--- src/logic/opl3_timer_params.svh ---
// shared sizes for the opl3 timer and status subsystem
// host bus widths, timer tick periods and the detection read count

`ifndef OPL3_TIMER_PARAMS_SVH
`define OPL3_TIMER_PARAMS_SVH

`define OPL_DATA_WIDTH    8    // host data bus and register data
`define OPL_ADDR_WIDTH    2    // host address pins a1 a0

`define OPL_TIMER1_TICK   64   // clk_host cycles per timer 1 tick, stands in for 80 us
`define OPL_TIMER2_RATIO  4    // timer 1 ticks per timer 2 tick

`define OPL_DETECT_READS  20   // host reads that force the timer 1 overflow

`endif

--- src/logic/opl3_timer_pkg.sv ---
// shared types for the opl3 timer and status subsystem
// register address enum, register write record, status byte
// and the per timer run state

`include "opl3_timer_params.svh"

package opl3_timer_pkg;

    // register addresses handled here, everything else is ignored
    typedef enum logic [7:0] {
        REG_TIMER1     = 8'h02,    // timer 1 preset
        REG_TIMER2     = 8'h03,    // timer 2 preset
        REG_TIMER_CTRL = 8'h04     // irq reset, masks and start bits
    } opl3_reg_addr_e;

    // one decoded register write from the host port
    typedef struct packed {
        logic                       valid;       // single cycle strobe
        logic                       bank_num;    // from address bit 1 at the index write
        opl3_reg_addr_e             address;     // latched register index
        logic [`OPL_DATA_WIDTH-1:0] data;        // data written to that index
    } opl3_reg_wr_t;

    // status byte as returned on a host read
    typedef struct packed {
        logic       irq;        // bit 7
        logic       t1_flag;    // bit 6
        logic       t2_flag;    // bit 5
        logic [4:0] zero;       // always 0
    } opl3_status_t;

    typedef enum logic {
        TMR_STOPPED = 1'b0,
        TMR_RUNNING = 1'b1
    } opl3_timer_state_e;

endpackage

--- src/logic/host_bus_port.sv ---
// host side of the timer subsystem
// registers the bus pins, turns index/data write pairs into
// register write records and read cycles into single pulses

`timescale 1ns/100ps
`include "opl3_timer_params.svh"

module host_bus_port
    import opl3_timer_pkg::*;
(
    input  logic                       clk_host,
    input  logic                       arst_n,
    input  logic                       cs_n,
    input  logic                       rd_n,
    input  logic                       wr_n,
    input  logic [`OPL_ADDR_WIDTH-1:0] address,
    input  logic [`OPL_DATA_WIDTH-1:0] din,
    output opl3_reg_wr_t               reg_wr,
    output logic                       rd_pulse
);

    logic                       cs_n_q;       // registered pins
    logic                       rd_n_q;
    logic                       wr_n_q;
    logic [`OPL_ADDR_WIDTH-1:0] address_q;
    logic [`OPL_DATA_WIDTH-1:0] din_q;

    logic                       wr_active;    // registered write cycle
    logic                       rd_active;    // registered read cycle
    logic                       rd_prev;      // read level one cycle back

    logic                       wr_valid;
    logic                       wr_bank;
    opl3_reg_addr_e             wr_addr;
    logic [`OPL_DATA_WIDTH-1:0] wr_data;

    // strobes idle high out of reset
    always_ff @(posedge clk_host or negedge arst_n) begin
        if (!arst_n) begin
            cs_n_q <= 1'b1;
            rd_n_q <= 1'b1;
            wr_n_q <= 1'b1;
        end else begin
            cs_n_q <= cs_n;
            rd_n_q <= rd_n;
            wr_n_q <= wr_n;
        end
    end

    always_ff @(posedge clk_host) begin
        address_q <= address;
        din_q     <= din;
    end

    assign wr_active = !cs_n_q && !wr_n_q;
    assign rd_active = !cs_n_q && !rd_n_q;

    // even address = index write, odd address = data write
    always_ff @(posedge clk_host or negedge arst_n) begin
        if (!arst_n) begin
            wr_valid <= 1'b0;
            wr_bank  <= 1'b0;
            wr_addr  <= opl3_reg_addr_e'(0);
        end else begin
            wr_valid <= wr_active && address_q[0];    // one pulse per clock of write
            if (wr_active && !address_q[0]) begin
                wr_bank <= address_q[1];              // a1 selects the bank
                wr_addr <= opl3_reg_addr_e'(din_q);   // any index, unknown ones ignored later
            end
        end
    end

    always_ff @(posedge clk_host) begin
        if (wr_active && address_q[0])
            wr_data <= din_q;                         // payload for the pulse
    end

    always_ff @(posedge clk_host or negedge arst_n) begin
        if (!arst_n)
            rd_prev <= 1'b0;
        else
            rd_prev <= rd_active;
    end

    assign rd_pulse = rd_active && !rd_prev;          // first cycle of a read only

    assign reg_wr = '{valid: wr_valid, bank_num: wr_bank, address: wr_addr, data: wr_data};

endmodule

--- src/logic/sw_detect_trick.sv ---
// software detection helper for timer 1
// counts host reads after timer 1 is started with preset ff
// and forces a timer 1 overflow once enough reads are seen,
// so detection loops built from reads pass on fast hosts

`timescale 1ns/100ps
`include "opl3_timer_params.svh"

module sw_detect_trick
    import opl3_timer_pkg::*;
(
    input  logic         clk_host,
    input  logic         arst_n,
    input  opl3_reg_wr_t reg_wr,
    input  logic         rd_pulse,
    output logic         force_overflow
);

    localparam int unsigned DETECT_READS = `OPL_DETECT_READS;
    localparam int unsigned CNT_W        = $clog2(DETECT_READS);

    logic [`OPL_DATA_WIDTH-1:0] t1_preset;    // local copy of bank 0 reg 02
    logic                       armed;
    logic [CNT_W-1:0]           rd_count;

    logic                       wr_bank0;
    logic                       t1_preset_wr;
    logic                       t1_start_wr;
    logic                       last_read;

    always_comb begin
        wr_bank0     = reg_wr.valid && !reg_wr.bank_num;
        t1_preset_wr = wr_bank0 && reg_wr.address == REG_TIMER1;
        t1_start_wr  = wr_bank0 && reg_wr.address == REG_TIMER_CTRL && reg_wr.data[0];
        last_read    = rd_count == CNT_W'(DETECT_READS - 1);
    end

    always_ff @(posedge clk_host or negedge arst_n) begin
        if (!arst_n) begin
            t1_preset      <= '0;
            armed          <= 1'b0;
            rd_count       <= '0;
            force_overflow <= 1'b0;
        end else begin
            force_overflow <= 1'b0;                    // single cycle pulse

            if (t1_preset_wr)
                t1_preset <= reg_wr.data;

            if (reg_wr.valid) begin
                // a timer 1 start from ff arms, any other write disarms
                armed    <= t1_start_wr && t1_preset == '1;
                rd_count <= '0;
            end else if (armed && rd_pulse) begin
                if (last_read) begin
                    force_overflow <= 1'b1;            // one cycle after the last read
                    armed          <= 1'b0;            // fire once per start
                    rd_count       <= '0;
                end else begin
                    rd_count <= rd_count + 1'b1;
                end
            end
        end
    end

endmodule

--- src/logic/opl3_timers.sv ---
// timer core of the opl3 subsystem
// tick prescaler and divide by ratio for timer 2, two 8 bit
// up counters with preset, mask and run state, the overflow
// flags, and the registered status byte and irq_n output
// Timer index 0 is timer 1 (fine tick), index 1 is timer 2

`timescale 1ns/100ps
`include "opl3_timer_params.svh"

module opl3_timers
    import opl3_timer_pkg::*;
(
    input  logic         clk_host,
    input  logic         arst_n,
    input  opl3_reg_wr_t reg_wr,
    input  logic         force_overflow,
    output opl3_status_t status,
    output logic         irq_n
);

    localparam int unsigned DW          = `OPL_DATA_WIDTH;
    localparam int unsigned TICK_CYCLES = `OPL_TIMER1_TICK;
    localparam int unsigned T2_RATIO    = `OPL_TIMER2_RATIO;
    localparam int unsigned PRESC_W     = $clog2(TICK_CYCLES);
    localparam int unsigned DIV_W       = $clog2(T2_RATIO);

    logic [PRESC_W-1:0]   presc;        // clk_host cycles within a timer 1 tick
    logic [DIV_W-1:0]     t2_div;       // timer 1 ticks within a timer 2 tick
    logic [1:0]           tick;

    logic [1:0][DW-1:0]   preset;
    logic [1:0][DW-1:0]   count;
    opl3_timer_state_e    state [2];
    logic [1:0]           mask;
    logic [1:0]           flag;

    logic                 wr_bank0;
    logic                 ctrl_wr;
    logic                 flag_clr;     // reg 04 with bit 7 set
    logic                 ctrl_set;     // reg 04 without bit 7
    logic [1:0]           preset_wr;
    logic [1:0]           start_req;
    logic [1:0]           ovf;

    always_comb begin
        wr_bank0     = reg_wr.valid && !reg_wr.bank_num;    // timer regs live in bank 0
        ctrl_wr      = wr_bank0 && reg_wr.address == REG_TIMER_CTRL;
        flag_clr     = ctrl_wr && reg_wr.data[7];
        ctrl_set     = ctrl_wr && !reg_wr.data[7];
        preset_wr[0] = wr_bank0 && reg_wr.address == REG_TIMER1;
        preset_wr[1] = wr_bank0 && reg_wr.address == REG_TIMER2;

        tick[0] = presc == PRESC_W'(TICK_CYCLES - 1);
        tick[1] = tick[0] && t2_div == DIV_W'(T2_RATIO - 1);

        for (int i = 0; i < 2; i++) begin
            // start bit 0 for timer 1, bit 1 for timer 2
            start_req[i] = ctrl_set && reg_wr.data[i] && state[i] == TMR_STOPPED;
            ovf[i]       = state[i] == TMR_RUNNING && tick[i] && count[i] == '1;
        end
    end

    // tick generation, restarted by a start so the first tick is a full period
    always_ff @(posedge clk_host or negedge arst_n) begin
        if (!arst_n) begin
            presc  <= '0;
            t2_div <= '0;
        end else begin
            if (start_req[0] || tick[0])
                presc <= '0;
            else
                presc <= presc + 1'b1;

            if (start_req[1] || tick[1])
                t2_div <= '0;
            else if (tick[0])
                t2_div <= t2_div + 1'b1;
        end
    end

    always_ff @(posedge clk_host or negedge arst_n) begin
        if (!arst_n) begin
            preset <= '0;
            count  <= '0;
            mask   <= '0;
            flag   <= '0;
            for (int i = 0; i < 2; i++)
                state[i] <= TMR_STOPPED;
        end else begin
            for (int i = 0; i < 2; i++) begin
                if (preset_wr[i])
                    preset[i] <= reg_wr.data;

                if (ctrl_set) begin
                    mask[i] <= reg_wr.data[6 - i];           // bit 6 masks t1, bit 5 masks t2
                    if (!reg_wr.data[i])
                        state[i] <= TMR_STOPPED;             // cleared start bit stops
                end

                if (start_req[i]) begin
                    state[i] <= TMR_RUNNING;
                    count[i] <= preset[i];                   // start loads the preset
                end else if (ovf[i]) begin
                    count[i] <= preset[i];                   // reload on overflow
                end else if (state[i] == TMR_RUNNING && tick[i]) begin
                    count[i] <= count[i] + 1'b1;
                end

                if (ovf[i] && !mask[i])
                    flag[i] <= 1'b1;
            end

            if (force_overflow && !mask[0])
                flag[0] <= 1'b1;                             // detection trick hits timer 1

            if (flag_clr)
                flag <= '0;                                  // irq reset wins over a new set
        end
    end

    // status byte and irq follow the flags one cycle later
    always_ff @(posedge clk_host or negedge arst_n) begin
        if (!arst_n) begin
            status <= '0;
            irq_n  <= 1'b1;
        end else begin
            status <= '{irq: |flag, t1_flag: flag[0], t2_flag: flag[1], zero: '0};
            irq_n  <= ~|flag;
        end
    end

endmodule

--- src/logic/opl3_timer_top.sv ---
// top level of the opl3 timer and status subsystem
// host bus port, detection helper and timer core

`timescale 1ns/100ps
`include "opl3_timer_params.svh"

module opl3_timer_top
    import opl3_timer_pkg::*;
(
    input  logic                       clk_host,
    input  logic                       arst_n,
    input  logic                       cs_n,
    input  logic                       rd_n,
    input  logic                       wr_n,
    input  logic [`OPL_ADDR_WIDTH-1:0] address,
    input  logic [`OPL_DATA_WIDTH-1:0] din,
    output opl3_status_t               dout,
    output logic                       irq_n
);

    opl3_reg_wr_t reg_wr;            // to both the timers and the detection block
    logic         rd_pulse;          // one per host read
    logic         force_overflow;    // detection forces a timer 1 overflow

    host_bus_port i_host_bus_port (
        .clk_host (clk_host),
        .arst_n   (arst_n),
        .cs_n     (cs_n),
        .rd_n     (rd_n),
        .wr_n     (wr_n),
        .address  (address),
        .din      (din),
        .reg_wr   (reg_wr),
        .rd_pulse (rd_pulse)
    );

    sw_detect_trick i_sw_detect_trick (
        .clk_host       (clk_host),
        .arst_n         (arst_n),
        .reg_wr         (reg_wr),
        .rd_pulse       (rd_pulse),
        .force_overflow (force_overflow)
    );

    opl3_timers i_opl3_timers (
        .clk_host       (clk_host),
        .arst_n         (arst_n),
        .reg_wr         (reg_wr),
        .force_overflow (force_overflow),
        .status         (dout),          // status byte is the read data
        .irq_n          (irq_n)
    );

endmodule

--- config.mk ---
export PLATFORM = sky130hd
export DESIGN_NAME = opl3_timer_top
export DESIGN_NICKNAME = d
export VERILOG_FILES = /design/src/logic/opl3_timer_pkg.sv /design/src/logic/host_bus_port.sv /design/src/logic/sw_detect_trick.sv /design/src/logic/opl3_timers.sv /design/src/logic/opl3_timer_top.sv
export VERILOG_INCLUDE_DIRS = /design/src /design/src/logic
export SDC_FILE = /design/constraint.sdc
export NUM_CORES = 1
export LEC_CHECK = 0
export ABC_AREA = 1
export BUFFER_PORTS_ARGS = -buffer_cell sky130_fd_sc_hd__buf_2
export CORE_MARGIN = 1
export CORE_UTILIZATION = 29
export DETAILED_ROUTE_END_ITERATION = 10
export SYNTH_ARGS = -nofsm -noshare
export SYNTH_HDL_FRONTEND = slang
export SYNTH_SLANG_ARGS = --single-unit
--- constraint.sdc ---
create_clock -name clk_host -period 1.5 [get_ports clk_host]
set_input_delay 0.3 -clock clk_host [delete_from_list [all_inputs] [get_ports clk_host]]
set_output_delay 0.3 -clock clk_host [all_outputs]
set_load 0.03 [all_outputs]
* Word level (Yosys, flattened, before mapping)
Index checks and enable logic that the tools add are counted.
Storage, ports and cells: bits in registers 89, output and inout port bits 9, word-level logic and storage cells 125
Operators by class: add/sub/neg operators 5, equality and inequality tests 11, muxes and demuxes 28, bitwise logic cells 2, reductions and logical operators 51
Operators by type and width (number):
- $mux W8 | 6
- $logic_and A1 B1 Y1 | 26
- $eq A8 B8 Y1 const B | 3
- $add A8 B1 Y8 const B | 2
- $eq A8 B2 Y1 const B | 2
- $mux W1 | 15
- $mux W5 | 3
- $reduce_bool A2 Y1 | 6
- $logic_not A1 Y1 | 10
- $reduce_bool A3 Y1 | 3
- $eq A8 B3 Y1 const B | 1
- $add A6 B1 Y6 const B | 1
- $eq A6 B6 Y1 const B | 1
- $mux W2 | 3
- $mux W6 | 1
- $reduce_and A2 Y1 | 3
- $add A5 B1 Y5 const B | 1
- $eq A5 B5 Y1 const B | 1
- $ne A2 B1 Y1 const B | 2
- $add A2 B1 Y2 const B | 1
- $eq A2 B2 Y1 const B | 1
- $logic_or A1 B1 Y1 | 2
- $not A1 Y1 | 2
- $reduce_or A2 Y1 | 1

* Depth between registers and ports, before layout
depth in word-level cells 8, gate-level depth with buffers 12, mapped depth without buffers 12

* Modules after synthesis
A second synthesis with hierarchy kept.
Second synthesis, totals: cell total of the unflattened synthesis 565, area total of the unflattened synthesis 4675.7 um2
By module, submodules not included:
- opl3_timers | instances 1, cells each 390, area an instance 2915.3 um2
- host_bus_port | instances 1, cells each 68, area an instance 967.2 um2
- sw_detect_trick | instances 1, cells each 107, area an instance 793.3 um2

* Least setup slack after synthesis
No wires, ideal clock.
path kind register to register, from register i_opl3_timers.count[8] (netlist bit), to register i_opl3_timers.count[11] (netlist bit), setup time 0.117 ns, arrival 1.436 ns, setup slack -0.053 ns, cell stages (with the launch flop) 11, path buffers 0, clock period less this slack 1.553 ns, cell sequence dfrtp_1 -> ha_1 -> nand3_1 -> nor2_2 -> nand3_2 -> nand2_1 -> nand2_1 -> nand2_1 -> nand2_1 -> nand2_1 -> nand2_1
On the way: longest elaborated chain between the ends 4
RTL lines:
- from (decl) | line opl3_timers.sv:32 | logic [1:0][DW-1:0] count;
- from (signal, indexed assignment) | line opl3_timers.sv:102 | count[i] <= preset[i];
- from (signal, indexed assignment) | line opl3_timers.sv:104 | count[i] <= preset[i];
- from (signal, indexed assignment) | line opl3_timers.sv:106 | count[i] <= count[i] + 1'b1;
- $add A8 B1 Y8 / $eq A8 B8 Y1 (equally long branches) | line opl3_timers.sv:106, opl3_timers.sv:59
- $mux W8 / $logic_and A1 B1 Y1 (equally long branches) | line opl3_timers.sv:105, opl3_timers.sv:59
- $mux W8 | line opl3_timers.sv:103 | end else if (ovf[i]) begin
- $mux W8 | line opl3_timers.sv:100 | if (start_req[i]) begin
Parallel ways exist; a longest one is shown, timed or not. The select of a mux whose other input is x is not followed. A chain may end at the register's enable or synchronous reset.

* Worst setup path in the final report
from register i_opl3_timers.presc[1], to register i_opl3_timers.count[6] (netlist bit)
On the way: longest elaborated chain between the ends 5
RTL lines:
- from (decl) | line opl3_timers.sv:27 | logic [PRESC_W-1:0] presc;
- from (signal assigned) | line opl3_timers.sv:72 | presc <= presc + 1'b1;
- $eq A6 B6 Y1 (*) | line opl3_timers.sv:53 | tick[0] = presc == PRESC_W'(TICK_CYCLES - 1);
- $logic_and A1 B1 Y1 (*) | line opl3_timers.sv:59, opl3_timers.sv:105
- $logic_and A1 B1 Y1 | line opl3_timers.sv:59 | ovf[i] = state[i] == TMR_RUNNING && tick[i] && count[i] == '1;
- $mux W8 | line opl3_timers.sv:103
- $mux W8 | line opl3_timers.sv:100
Every way passes the cells marked *; elsewhere a longest branch is shown, timed or not.

==> results.py <==
metrics = {
    "power_and_ir_drop": {
        "peakVddDrop_uv": 774,
        "power.density_nw_per_um2": 947,
        "power_leakage_uw": 0.00277,
    },
    "synth": {
        "postSynthAreaPerCell_um2": 8.71,
        "yosys.area.top_type_share_pct": 40.0,
        "synth.yosys.seq_area_share_pct": 53.0,
        "synth-warning-count": 0,
        "largest_family_of_logic_cells_by_synthesized_area": "simple AND/OR/NAND/NOR gates",
        "postSynthCellCount": 481,
        "synth_simple_gate_area_share_pct": 31.0,
        "synthAdderAreaFrac_pct": 1.49,
        "synth_area_leaders": "sky130_fd_sc_hd__dfrtp_1, sky130_fd_sc_hd__nand2_1, sky130_fd_sc_hd__edfxtp_1",
        "netlist.top_cell.by_area": "sky130_fd_sc_hd__dfrtp_1",
        "yosys_register_bits": 89,
        "syn_area_um2": 4190,
        "number_of_library_cell_types_mapped_by_synthesis": 38,
        "synth-compound-area-share_pct": 5.17,
        "muxShareOfSynthArea_pct": 0.537,
        "synth_xor_xnor_area_share_pct": 1.88,
    },
    "final_layout": {
        "n_antenna_cell": 0,
        "finalInstanceArea_um2": 5750,
        "final_instance_count_excl_fillers": 766,
        "fill_cells": 1343,
        "finish.utilization_pct": 41.1,
        "drive_gt1_share_pct": 34.5,
        "seq_area_um2": 2220,
        "multi_input_gate_area_um2": 2060,
        "layout.nets": 601,
        "syn2layout_area_growth_pct": 37.1,
    },
    "sta": {
        "tightestPinTransition_ns": 0.559,
        "layout_setup_ws_ns": -0.145,
        "timing.slew.headroom_pct": 62.8,
        "rsz0062_at_grt": "true",
        "timing_hold_violations_final": 0,
        "timing_max_transition_violations_final": 0,
        "finalSetupViolations": 31,
        "clock_skew_ns": 0.00479,
        "hold_slack_ns": 0.0559,
        "fmaxAchievable_ghz": 0.608,
        "part_of_the_cycle_the_worst_path_needs_pct": 110,
        "final_period_minus_worst_setup_slack_ns": 1.65,
    },
    "cts": {
        "worst_skew_pair.late_latency_ns": 0.34,
        "cts_root_buffer": "sky130_fd_sc_hd__clkbuf_16",
        "tritoncts": "built",
        "number_of_buffers_created_by_cts": 9,
        "clock_tree.htree_level_count": 3,
        "buffers_from_clock_root_to_sink_at_most": 2,
        "clkTransAtPathRegs_ns": 0.06,
        "cts.sink_count": 89,
    },
    "run_status": {
        "violated_checks": "setup timing",
        "status": "finished, violations left",
    },
    "grt": {
        "groute.layer.met1.usage_pct": 17.1,
        "met3_usage_in_global_routing_pct": 2.62,
        "grtUsageTotal_pct": 14.0,
        "grt-ovfl-total": 0,
        "globalRouteMet2Util_pct": 23.2,
        "grt_pass1_wl_mm": 16.2,
        "grt_max_degree": 19,
        "antenna_violations_before_repair": 0,
        "grt_pass1_vias": 3440,
        "grt-busiest-layer": "met2",
    },
    "setup_path": {
        "r2r_cells": 12,
        "startpoint_type": "flop",
        "cp_endpoint_kind": "flop",
        "worst_ep_arrival_time_ns": 1.92,
        "ws_path_type": "reg2reg",
        "path_max_fanout": 5,
        "cp.required_ns": 1.78,
    },
    "routing": {
        "antenna_nets_post_route": 0,
        "vias": 3562,
        "drt-total-wl_mm": 9.95,
        "detailedRoute.firstIterationViolations": 184,
        "drt_pass1_iterations": 4,
        "post_drt_wl_per_cell_um": 13.0,
        "route.detailed.drc": 0,
        "drt-vias-per-instance": 4.65,
    },
    "floorplan": {
        "initial_core_utilization_pct": 30.0,
        "fp.dieArea_um2": 14900,
        "core_area_um2": 14000,
        "io-pin-count": 24,
        "die_h_um": 122,
        "die-width_um": 122,
        "rows": 43,
    },
    "placed_design": {
        "dp_hpwl_mm": 6.52,
        "port_buffers": 18,
        "postPlaceCellArea_um2": 4920,
        "gpl.final_weighted_congestion": 0.846,
        "dp.cells": 728,
    },
    "min_path": {
        "min_delay_path_depth": 1,
        "worst_hold_path_type": "in2reg",
    },
    "flow_run": {
        "max-cap-violations": 0,
    },
}
final timing paths:
kind	start	end	slack [ns]
min in group asynchronous	arst_n	i_host_bus_port.wr_addr[6]	0.49
hold / removal	rd_n	i_host_bus_port.rd_n_q	0.06
max in group asynchronous	arst_n	i_opl3_timers.irq_n	0.42
hold reg to reg	i_opl3_timers.flag[1]	i_opl3_timers.status[5]	0.41
setup / recovery	i_opl3_timers.presc[1]	i_opl3_timers.count[6]	-0.15
setup reg to reg	i_opl3_timers.presc[1]	i_opl3_timers.count[6]	-0.15
repair_timing:
item / in CTS / in global routing
hold endpoints to repair: 13 / 0
buffers inserted: 5 / 8
endpoints found under the setup margin: 41 / 48
hold buffers: 1 / 0
pin swaps: 14 / 29
gates resized for setup: 35 / 61
cloned: 4 / 4
cell families after synthesis:
logic type      Yosys count
flops                    89
xor+xnor                  9
compound gates           40
fa+ha+maj                 5
buf+inv                  59
mux                       2
simple gates            276
other cells               1
state kept, by name, summed over array words and instances, names as in the netlist:
register,flops
i_host_bus_port.wr_bank,1
i_host_bus_port.rd_prev,1
i_opl3_timers.mask,2
i_host_bus_port.wr_valid,1
i_host_bus_port.address_q,2
i_host_bus_port.rd_n_q,1
i_opl3_timers.t2_div,2
i_opl3_timers.flag,2
i_opl3_timers.preset,16
i_host_bus_port.cs_n_q,1
i_opl3_timers.count,16
i_sw_detect_trick.force_overflow,1
i_opl3_timers.irq_n,1
i_host_bus_port.wr_addr,8
i_sw_detect_trick.rd_count,5
i_opl3_timers.presc,6
i_host_bus_port.wr_data,8
i_opl3_timers.state,2
i_opl3_timers.status,3
i_host_bus_port.wr_n_q,1
i_host_bus_port.din_q,8
i_sw_detect_trick.armed,1
cells in the mapped netlist (all sizes together):
cell,number
edfxtp,8
a21oi,12
nand2,153
dfrtp,67
nand3b,3
dfstp,4
nand3,51
clkbuf,3
nor3,7
dfxtp,10
mux2,2
buf,10
o22ai,1
nand4,23
conb,1
nor3b,3
o22a,1
xnor2,2
o21ai,25
o41ai,1
nor2,36
inv,46
xor2,7
ha,5
report_power, final:
| part | internal (uW) | switching [uW] | leakage, uW | total, uW |
|---|---|---|---|---|
| clock network | 1270 | 871 | 0.000136 | 2140 |
| registers | 2590 | 124 | 0.00110 | 2710 |
| logic | 276 | 310 | 0.00154 | 586 |
stage by stage:
stage	total power [uW]	setup WS, ns	setup TNS, ns
2_1_floorplan	3000	-0.00839	-0.0138
3_3_place_gp	3210	-0.0540	-1.36
3_5_place_dp	3240	-0.0972	-1.76
4_1_cts	5440	-0.0787	-0.707
5_1_grt	5680	-0.267	-6.18
6_report	5440	-0.145	-2.28
worst max-delay path, cell delays in order, from the launching register on:
cell                      delay, ns
sky130_fd_sc_hd__dfrtp_1       0.39
sky130_fd_sc_hd__ha_4          0.17
sky130_fd_sc_hd__nand2_4       0.06
sky130_fd_sc_hd__nor2_4        0.16
sky130_fd_sc_hd__nand2_4       0.08
sky130_fd_sc_hd__nor2_4        0.18
sky130_fd_sc_hd__buf_6         0.16
sky130_fd_sc_hd__nand3_2       0.08
sky130_fd_sc_hd__nand2_2       0.09
sky130_fd_sc_hd__nand2_2       0.05
sky130_fd_sc_hd__nand2_2       0.05
sky130_fd_sc_hd__nand2_1       0.05
sky130_fd_sc_hd__nand2_1       0.05
metal layers:
| layer | routed length, um | up-vias |
|---|---|---|
| li1 | - | 1788 |
| met1 | 4370 | 1687 |
| met2 | 4990 | 67 |
| met3 | 336 | 20 |
| met4 | 250 | 0 |
| met5 | 0 | - |
cell usage in the layout, fill, tap and decap left out, types with 2 or more instances in the layout:
cell	count
sky130_fd_sc_hd__buf_4	58
sky130_fd_sc_hd__buf_12	6
sky130_fd_sc_hd__nand3b_1	3
sky130_fd_sc_hd__mux2_2	2
sky130_fd_sc_hd__nand3_1	28
sky130_fd_sc_hd__nand3_4	9
sky130_fd_sc_hd__nand3_2	18
sky130_fd_sc_hd__clkinv_1	3
sky130_fd_sc_hd__o21ai_1	14
sky130_fd_sc_hd__buf_2	18
sky130_fd_sc_hd__nand2_4	7
sky130_fd_sc_hd__dfxtp_1	10
sky130_fd_sc_hd__buf_6	10
sky130_fd_sc_hd__nor2_1	27
sky130_fd_sc_hd__nor3_2	2
sky130_fd_sc_hd__o21ai_0	6
sky130_fd_sc_hd__nand2_2	26
sky130_fd_sc_hd__xnor2_1	2
sky130_fd_sc_hd__nor2_4	7
sky130_fd_sc_hd__edfxtp_1	8
sky130_fd_sc_hd__a21oi_1	11
sky130_fd_sc_hd__clkbuf_1	2
sky130_fd_sc_hd__dfstp_2	4
sky130_fd_sc_hd__nor3b_1	2
sky130_fd_sc_hd__xor2_1	7
sky130_fd_sc_hd__ha_1	3
sky130_fd_sc_hd__conb_1	5
sky130_fd_sc_hd__nor3_1	4
sky130_fd_sc_hd__inv_2	10
sky130_fd_sc_hd__inv_1	35
sky130_fd_sc_hd__nand4_1	23
sky130_fd_sc_hd__clkbuf_16	9
sky130_fd_sc_hd__nand2_1	120
sky130_fd_sc_hd__dfrtp_1	67
sky130_fd_sc_hd__o21ai_2	5
final cells by class:
class	instances	area share [%]
Tap cell	180	3.92
Sequential cell	89	38.7
Timing Repair Buffer	94	13.6
Clock inverter	5	0.806
Clock buffer	11	4.05
Inverter	46	3.05
Multi-Input combinational cell	341	35.9
Note: power is estimated with default switching activity, not from simulation.
